$ cat src/hw/rv_consts.svh
`ifndef RV_CONSTS_SVH
`define RV_CONSTS_SVH

// alu operation codes
`define ALU_NONE     5'd0
`define ALU_ADD      5'd1
`define ALU_SUB      5'd2
`define ALU_XOR      5'd3
`define ALU_OR       5'd4
`define ALU_AND      5'd5
`define ALU_SLL      5'd6
`define ALU_SRL      5'd7
`define ALU_SRA      5'd8
`define ALU_SLT      5'd9
`define ALU_SLTU     5'd10
`define ALU_RETURN_A 5'd11
`define ALU_RETURN_B 5'd12

// write-back sources
`define WB_ALU       3'b000
`define WB_LOAD      3'b001
`define WB_LINK      3'b010
`define WB_ALU32     3'b100 // alu result, sign-extended from bit 31

`define SEL_PC       2'b00 // operand a
`define SEL_RS1      2'b01
`define SEL_IMM      2'b00 // operand b
`define SEL_RS2      2'b01

`define RESET_PC     64'h0

`endif

$ cat src/hw/rv_pkg.sv
package rv_pkg;

    typedef logic [63:0] xlen_t;     // data word

    typedef logic [31:0] inst_t;

    typedef logic [4:0]  regIdx_t;

    typedef logic [4:0]  aluOp_t;

    typedef logic [2:0]  wbSel_t;

    typedef logic [1:0]  opSel_t;

    typedef logic [7:0]  byteMask_t; // one bit per byte lane

    typedef logic [3:0]  readSize_t; // load width in bytes

endpackage

$ cat src/hw/decoder.sv
`timescale 1ns/1ps
`include "rv_consts.svh"

module decoder (
    input  rv_pkg::inst_t     inst,
    input  rv_pkg::xlen_t     rs1,
    input  rv_pkg::xlen_t     rs2,
    output rv_pkg::aluOp_t    aluOperate,
    output rv_pkg::opSel_t    selA,
    output rv_pkg::opSel_t    selB,
    output rv_pkg::byteMask_t memoryWriteMask,
    output logic              writeRD,
    output logic              pcSel,
    output logic              npcOp,
    output rv_pkg::wbSel_t    writeBackDataSelect,
    output logic              memoryReadWen,
    output logic              sext,
    output rv_pkg::readSize_t readNum,
    output logic              rs1to32
);

    logic [6:0] opCode;
    logic [2:0] funct3;
    logic [6:0] funct7;
    logic       illegal;

    assign opCode = inst[6:0];
    assign funct3 = inst[14:12];
    assign funct7 = inst[31:25];

    always_comb begin
        aluOperate          = `ALU_NONE;
        selA                = `SEL_RS1;
        selB                = `SEL_IMM;
        memoryWriteMask     = '0;
        writeRD             = 1'b0;
        pcSel               = 1'b0;
        npcOp               = 1'b0;
        writeBackDataSelect = `WB_ALU;
        memoryReadWen       = 1'b0;
        sext                = 1'b0;
        readNum             = '0;
        rs1to32             = 1'b0;
        illegal             = 1'b0;
        case (opCode)
            7'b0110011: begin // R-type
                selB    = `SEL_RS2;
                writeRD = 1'b1;
                case ({funct7, funct3})
                    10'b0000000_000: aluOperate = `ALU_ADD;
                    10'b0100000_000: aluOperate = `ALU_SUB;
                    10'b0000000_001: aluOperate = `ALU_SLL;
                    10'b0000000_010: aluOperate = `ALU_SLT;
                    10'b0000000_011: aluOperate = `ALU_SLTU;
                    10'b0000000_100: aluOperate = `ALU_XOR;
                    10'b0000000_101: aluOperate = `ALU_SRL;
                    10'b0100000_101: aluOperate = `ALU_SRA;
                    10'b0000000_110: aluOperate = `ALU_OR;
                    10'b0000000_111: aluOperate = `ALU_AND;
                    default:         illegal    = 1'b1;
                endcase
            end
            7'b0010011: begin // I-type alu
                writeRD = 1'b1;
                case (funct3)
                    3'b000:  aluOperate = `ALU_ADD;
                    3'b010:  aluOperate = `ALU_SLT;
                    3'b011:  aluOperate = `ALU_SLTU;
                    3'b100:  aluOperate = `ALU_XOR;
                    3'b110:  aluOperate = `ALU_OR;
                    3'b111:  aluOperate = `ALU_AND;
                    3'b001: begin
                        aluOperate = `ALU_SLL;
                        illegal    = (funct7[6:1] != 6'h0);
                    end
                    default: begin // srli / srai, bit 25 is shamt[5]
                        case (funct7[6:1])
                            6'h00:   aluOperate = `ALU_SRL;
                            6'h10:   aluOperate = `ALU_SRA;
                            default: illegal    = 1'b1;
                        endcase
                    end
                endcase
            end
            7'b0111011: begin // R-type word forms
                selB                = `SEL_RS2;
                writeRD             = 1'b1;
                writeBackDataSelect = `WB_ALU32;
                rs1to32             = (funct3 == 3'b101);
                case ({funct7, funct3})
                    10'b0000000_000: aluOperate = `ALU_ADD;
                    10'b0100000_000: aluOperate = `ALU_SUB;
                    10'b0000000_001: aluOperate = `ALU_SLL;
                    10'b0000000_101: aluOperate = `ALU_SRL;
                    10'b0100000_101: aluOperate = `ALU_SRA;
                    default:         illegal    = 1'b1;
                endcase
            end
            7'b0011011: begin // I-type word forms
                writeRD             = 1'b1;
                writeBackDataSelect = `WB_ALU32;
                rs1to32             = (funct3 == 3'b101);
                case ({funct7, funct3})
                    10'b0000000_001: aluOperate = `ALU_SLL;
                    10'b0000000_101: aluOperate = `ALU_SRL;
                    10'b0100000_101: aluOperate = `ALU_SRA;
                    default: begin
                        aluOperate = `ALU_ADD;
                        illegal    = (funct3 != 3'b000);
                    end
                endcase
            end
            7'b0110111: begin // lui
                writeRD    = 1'b1;
                aluOperate = `ALU_RETURN_B;
            end
            7'b0010111: begin // auipc
                selA       = `SEL_PC;
                writeRD    = 1'b1;
                aluOperate = `ALU_ADD;
            end
            7'b0000011: begin // loads, address is rs1 + imm
                writeRD             = 1'b1;
                memoryReadWen       = 1'b1;
                writeBackDataSelect = `WB_LOAD;
                aluOperate          = `ALU_ADD;
                sext                = ~funct3[2];
                readNum             = 4'd1 << funct3[1:0];
                illegal             = (funct3 == 3'b111);
            end
            7'b0100011: begin // stores
                aluOperate      = `ALU_ADD;
                memoryWriteMask = 8'hff >> (4'd8 - (4'd1 << funct3[1:0]));
                illegal         = funct3[2];
            end
            7'b1101111: begin // jal
                writeRD             = 1'b1;
                npcOp               = 1'b1;
                writeBackDataSelect = `WB_LINK;
            end
            7'b1100111: begin // jalr
                writeRD             = 1'b1;
                pcSel               = 1'b1;
                npcOp               = 1'b1;
                writeBackDataSelect = `WB_LINK;
                illegal             = (funct3 != 3'b000);
            end
            7'b1100011: begin // branches
                case (funct3)
                    3'b000:  npcOp = (rs1 == rs2);
                    3'b001:  npcOp = (rs1 != rs2);
                    3'b100:  npcOp = ($signed(rs1) < $signed(rs2));
                    3'b101:  npcOp = ($signed(rs1) >= $signed(rs2));
                    3'b110:  npcOp = (rs1 < rs2);
                    3'b111:  npcOp = (rs1 >= rs2);
                    default: illegal = 1'b1;
                endcase
            end
            default: illegal = 1'b1;
        endcase
        if (illegal) begin // unknown encodings change no state
            writeRD         = 1'b0;
            npcOp           = 1'b0;
            memoryWriteMask = '0;
            memoryReadWen   = 1'b0;
        end
        if (inst[11:7] == 5'd0) begin
            writeRD = 1'b0; // x0
        end
    end

endmodule

$ cat config.mk
export PLATFORM = sky130hd
export DESIGN_NAME = decoder
export DESIGN_NICKNAME = d
export VERILOG_FILES = /design/src/hw/rv_pkg.sv /design/src/hw/decoder.sv
export VERILOG_INCLUDE_DIRS = /design/src /design/src/hw
export SDC_FILE = /design/constraint.sdc
export NUM_CORES = 1
export LEC_CHECK = 0
export ABC_AREA = 1
export BUFFER_PORTS_ARGS = -buffer_cell sky130_fd_sc_hd__buf_2
export CORE_ASPECT_RATIO = 1.5
export CORE_MARGIN = 10
export CORE_UTILIZATION = 40
export DETAILED_ROUTE_END_ITERATION = 12
export PLACE_DENSITY = 0.86
export SLEW_MARGIN = 25
export SYNTH_ARGS = -nofsm -noshare
export SYNTH_HDL_FRONTEND = slang
export SYNTH_SLANG_ARGS = --single-unit
$ cat constraint.sdc
create_clock -name vclk -period 1.4
set_input_delay 0 -clock vclk [all_inputs]
set_output_delay 0 -clock vclk [all_outputs]
set_load 0.1 [all_outputs]
==> results of run 1 <==
## cell usage after synthesis (4+ instances only)
cell type	number
nor2_2	5
nand3_1	19
nand2_1	115
a21oi_1	34
o21ai_0	15
nor3_1	8
buf_4	6
ha_1	64
nand4_1	9
inv_1	111
nor2_1	60
inv_2	4
## metal layers
| layer | overflow | GRT usage, % |
|---|---|---|
| met5 | 1 | 25.3 |
| met4 | 90 | 84.8 |
| met3 | 2 | 64.0 |
| met2 | 154 | 93.1 |
| met1 | 0 | 70.7 |
## cells by family after synthesis
kind of cell / Yosys count / share of synthesized area, %
simple gates: 228 / 36.6
buf+inv: 124 / 18.6
compound gates: 67 / 14.7
other cells: 1 / 0.140
fa+ha+maj: 64 / 30.0
## stage by stage
stage / instances / TNS, ns / hold WS (ns)
CTS: 821 / -4.66 / 0.508
detailed placement: 813 / -6.95 / 0.457
global placement: 813 / -6.30 / 0.448
floorplan: 486 / -17.31 / 0.213
## timing repair
action | CTS
gates cloned | 0
buffers inserted | 9
pin swaps | 111
gates resized for setup | 237
endpoints found under the setup margin | 16
==> run metrics, run 1 <==
Worst EP post-GRT repair=npcOp; row count=36; all-layer global routing usage=76.6%; leading area contributor after synthesis=ha_1; synthesized netlist cell count=484; die width=86.7 um; io pins=190; CTS Hold Bufs=0; Run Error=[ERROR GRT-0232] Routing congestion too high. Check the congestion heatmap in the GUI.; pre-CTS setup slack=-0.798 ns; PortBufs=177; Avg Inst Size Synth=5.52 sq um; register area share after synthesis=0%; area post-placement=0.00475 sq mm; cell area after synthesis=0.00267 sq mm; status=aborted with a tool error; Final GP Congestion=0.958; post-synth top area share=30.0%; Synth cell types=38; worst endpoint type=output port; Yosys Warn Count=0; largest net degree at the start of global routing=8; top cells by area, synth=ha_1 30%, nand2_1 16%, inv_1 16%; failing step=global routing (5_1_grt); Final HPWL DP=10.9 mm; starting density of the core=41.2%; grt total ovfl=247; die height=120 um
==> inputs of run 2 (changes only) <==
CORE_ASPECT_RATIO = not set   (was 1.5)
CORE_UTILIZATION = 30   (was 40)
PLACE_DENSITY = not set   (was 0.86)
PLACE_DENSITY_LB_ADDON = 0.15   (was not set)
clock period = 1.8 ns   (was 1.4 ns; I/O delays follow)
==> run 2 against run 1 <==
The flow now finishes, with violations (setup timing); synthesized cell count did not move; synthesized area did not move.
==> run metrics, run 2 <==
final hold viol count=0; RSZ-0062 raised after global routing=true; leading area contributor after synthesis=ha_1; max cap viols=0; FMAX=0.536 GHz; Hold EP=writeRD; Worst path max stage delay=0.28 ns; vias post-DR=3859; vias in the first global route=3855; io pins=190; CP max FO=3; synthesized netlist cell count=484; register area=0 sq um; Worst VDD drop=135 uV; initial antenna violation count=0; # clk buffers=0; setup TNS=-0.277 ns; hold depth=4; P per Cell Area=192 mW/mm^2; leak pwr=0.00291 uW; worst path bufs/invs=3; Synth-to-Final Area Change=109%; max-slew violation count=0; first-pass GRT wire length=17.1 mm; seq_cells=0; DIE AREA=0.0131 sq mm; crit-path leading delay family=simple AND/OR/NAND/NOR gates; Initial DRT Pass Iterations=4; most frequent cell after synthesis=nand2_1; slowest stage cell on the critical path=ha_4; Worst EP required=1.80 ns; CTS Hold Bufs=0; CP startpoint kind=input pin; fin crit share=104%; die width=114 um; most frequent cells in the layout=144 x buf_2, 82 x inv_1, 79 x nand2_1; CP Class=input pin to output port; hold_ws=0.507 ns; Routed WL per cell=14.3 um; Synth cell types=38; core box area=0.00868 sq mm; register area share after synthesis=0%; largest net degree at the start of global routing=9; nets=950; all-layer global routing usage=15.0%; failing checks=setup timing; Final Critical Period=1.87 ns; Final HPWL DP=9.64 mm; starting density of the core=30.8%; commonest non-fill, non-tap cell in the layout=buf_2; Final GP Congestion=0.881; Iteration-0 DRC Markers=119; CP Data Arrival Time=1.87 ns; CP cell instances=buf_6 > inv_2 > ha_4 > nand2_4 > nor2_4 > nand3_2 > nor2_2 > nand2_1 > nor2_2 > nand2_2 > nand2_4 > nor2_4 > a21oi_2 > nor2_2 > nand3_2 > nand2_2 > a21oi_4 > buf_12; total routed wirelength=11.9 mm; Hold/Removal Path Class=input pin to output port; endpoint class of the critical path=output port; post-synth top area share=30.0%; # DRC=0; vias per cell=4.63; Avg Inst Size Synth=5.52 sq um; die height=114 um; final setup violation count=6; top cells by area, synth=ha_1 30%, nand2_1 16%, inv_1 16%; ranking of synthesized cells by instance count=115 x nand2_1, 111 x inv_1, 64 x ha_1, 60 x nor2_1, 34 x a21oi_1; row count=34; status=finished with violations; Hold Crit Start=inst[7]; Yosys Warn Count=0; DRT antenna net count=0; CP most frequent cell=nor2_2; grt total ovfl=0; cell area after synthesis=0.00267 sq mm; PortBufs=177; ratio of cells with drive above 1 in the final layout=59.8%; final worst slack=-0.0673 ns
-- run 2: how the worst max path moves through the flow --
stage | slack (ns) | start | cells after the start | end
floorplan | -1.13 | inst[1] | 14 | memoryWriteMask[5]
global placement | -0.24 | rs1[59] | 17 | npcOp
detailed placement | -0.30 | rs2[59] | 18 | npcOp
CTS | -0.11 | rs2[7] | 18 | npcOp
global route | -0.24 | rs2[48] | 18 | npcOp
finish | -0.07 | rs2[63] | 18 | npcOp
-- run 2: tightest hold or removal path, delay by kind of cell --
family          cells  cell delay, ns
buf+inv             2            0.26
simple gates        1            0.15
compound gates      1            0.10
-- run 2: metrics by stage --
step | instance area [sq um] | setup slack, ns | instances | total power [uW] | utilization [%]
5_1_grt | 5590 | -0.241 | 832 | 1190 | 64.4
3_5_place_dp | 4440 | -0.303 | 823 | 745 | 51.2
2_1_floorplan | 2830 | -1.13 | 486 | 411 | -
6_report | 5590 | -0.0673 | 833 | 1070 | 64.4
3_3_place_gp | 4440 | -0.239 | 823 | 728 | 51.2
4_1_cts | 4660 | -0.112 | 826 | 805 | 53.7
-- run 2: logic make-up after synthesis --
kind of cell    synth area share (%)
simple gates                    36.6
buf+inv                         18.6
compound gates                  14.7
fa+ha+maj                       30.0
other cells                    0.140
-- run 2: area by class of cell --
class              count  area (sq um)
diodes                 1          2.50
fillers              762          3090
well taps            108           135
inverters            116           454
multi-input cells    362          3230
repair buffers       246          1760
-- run 2: per-layer routing --
metal	vias to the layer above	part of all wire [%]	GRT usage [%]
met2	92	56	30.0
met3	2	5.2	2.46
met5	-	0	0
met1	1746	39	16.8
met4	0	0.19	0
li1	2019	-	-
-- run 2: power by group --
group	internal (uW)	total, uW	switching (uW)
clock network	0.0000748	0.0000748	0
registers	0	0	0
logic	524	1070	550
total	524	1070	550
-- run 2: repair_timing --
item / 4_1_cts / 5_1_grt
buffers inserted: 3 / 6
setup endpoints to repair: 8 / 14
pin swaps: 30 / 81
resized for setup: 44 / 165
No activity file was read; power rests on OpenSTA's default activity.
==> inputs of run 3 (changes only) <==
--- a/config.mk
+++ b/config.mk
@@ -12,5 +12,5 @@
 export CORE_UTILIZATION = 30
 export DETAILED_ROUTE_END_ITERATION = 12
-export PLACE_DENSITY_LB_ADDON = 0.15
+export PLACE_DENSITY = 0.69
 export SLEW_MARGIN = 25
 export SYNTH_ARGS = -nofsm -noshare
==> constraint.sdc (replaced) <==
create_clock -name vclk -period 1.8
set_input_delay 0.18 -clock vclk [all_inputs]
set_output_delay 0.18 -clock vclk [all_outputs]
set_load 0.1 [all_outputs]
==> run 3 against run 2 <==
Critical path type unchanged; sequential cell count unchanged; count of clock-buffer cells in the layout unchanged; final cell count is 3.7% higher; die area stayed put; via count is 7.5% higher; hold slack better by 0.36 ns; the flow still finishes with violations (setup timing); worst setup slack worse by 0.38 ns; wire length increased by 11%; non-clock buffer count rose by 31; first-iteration DRC count rose by 50%; largest power group unchanged; critical endpoint unchanged; cell area rose by 9.7%.
==> run metrics, run 3 (same netlist as run 2, synthesis figures left out) <==
combinational power share=100.0%; Sw Pwr=568 uW; vias per cell=4.80; pre-CTS setup slack=-0.689 ns; CTS Hold Bufs=0; starting density of the core=30.8%; register area=0 sq um; DRT antenna net count=0; FMAX=0.444 GHz; final setup violation count=15; Worst VDD drop=110 uV; ratio of cells with drive above 1 in the final layout=64.6%; clock power share=0%; seq_cells=0; Final GP Congestion=0.876; final worst slack=-0.452 ns; endpoint class of the critical path=output port; vias in the first global route=4329; setup TNS=-4.18 ns; nets=981; max cap viols=0; status=finished with violations; Routed WL per cell=15.3 um; P_int=534 uW; # DRC=0; RSZ-0062 raised after global routing=true; all-layer global routing usage=17.3%; Hold/Removal Path Class=input pin to output port; Final HPWL DP=10.3 mm; Worst EP required=1.62 ns; CP Class=input pin to output port; DIE AREA=0.0131 sq mm; failing checks=setup timing; Initial DRT Pass Iterations=4; Seq pwr share=0%; total routed wirelength=13.2 mm; max-slew violation count=0; Iteration-0 DRC Markers=179; CP startpoint kind=input pin; die width=114 um; leak pwr=0.00311 uW; first-pass GRT wire length=19.5 mm; final hold viol count=0; DP Cell Count=842; largest net degree at the start of global routing=8; most frequent cells in the layout=137 x buf_2, 92 x buf_4, 78 x inv_1, 78 x nand2_1, 41 x ha_4; core box area=0.00868 sq mm; switching share of power=51.5%; io pins=190; post-route design area=0.00613 sq mm; vias post-DR=4149; die height=114 um; initial antenna violation count=2; hold_ws=0.871 ns; area post-placement=0.00478 sq mm; CP Data Arrival Time=2.07 ns; Filler cells=672; row count=34; Synth-to-Final Area Change=129%; CP max FO=3; # clk buffers=0; PortBufs=177; Final Critical Period=2.25 ns; P per Cell Area=180 mW/mm^2; Final Non-Filler Cells=864; fin crit share=125%; grt total ovfl=0; commonest non-fill, non-tap cell in the layout=buf_2
## run 3: changes by cell type in the layout (fill, tap and decap cells not counted), sizes merged
cell / previous run / this run
clkbuf: 2 / 1
buf: 244 / 276
## run 3: power by group through the flow
stage	logic [uW]	clock network, uW	registers (uW)
4_1_cts	968	0	0
3_3_place_gp	733	0	0
3_5_place_dp	764	0	0
2_1_floorplan	414	0	0
5_1_grt	1220	0.0000743	0
6_report	1100	0.0000743	0
## run 3: what timing repair did
item | in CTS | in global routing
setup buffers | 9 | 13
endpoints found under the hold margin | 0 | 0
pin swaps | 76 | 55
resized for setup | 161 | 86
endpoints found under the setup margin | 16 | 16
## run 3: cell type report
class                      instances  area [sq um]  area share, %
timing repair buffer             277          2150           35.1
inverter                         116           464           7.57
antenna                            1          2.50         0.0408
tap                              108           135           2.20
multi-input combinational        362          3380           55.1
## run 3: critical path, stage by stage
cell,delay (ns)
buf_2,0.09
inv_1,0.06
ha_4,0.28
nand2_2,0.05
nor2_2,0.13
nor2b_4,0.17
nand4_1,0.14
nor2_2,0.17
nand2_2,0.09
buf_4,0.14
nand3_2,0.07
nand2_2,0.05
nand3_2,0.07
nand2_2,0.06
a21oi_4,0.15
buf_12,0.19
## run 3: metal layers
| metal | wire length, um | part of all wire, % | vias to the layer above | global-route usage, % |
|---|---|---|---|---|
| li1 | - | - | 2075 | - |
| met1 | 4810 | 36 | 1902 | 19.0 |
| met2 | 7160 | 54 | 146 | 33.2 |
| met3 | 912 | 6.9 | 24 | 3.25 |
| met4 | 315 | 2.4 | 2 | 3.59 |
| met5 | 13 | 0.098 | - | 0 |
## run 3: final timing paths
| kind | cells past startpoint | startpoint | to |
|---|---|---|---|
| worst max-delay path | 16 | rs2[31] | npcOp |
| worst min-delay path | 4 | inst[7] | writeRD |
## run 3: through the flow
stage	total power, uW	util [%]
finish	1100	70.6
global route	1220	70.6
CTS	968	64.9
detailed placement	764	55.1
global placement	733	55.1
floorplan	414	-
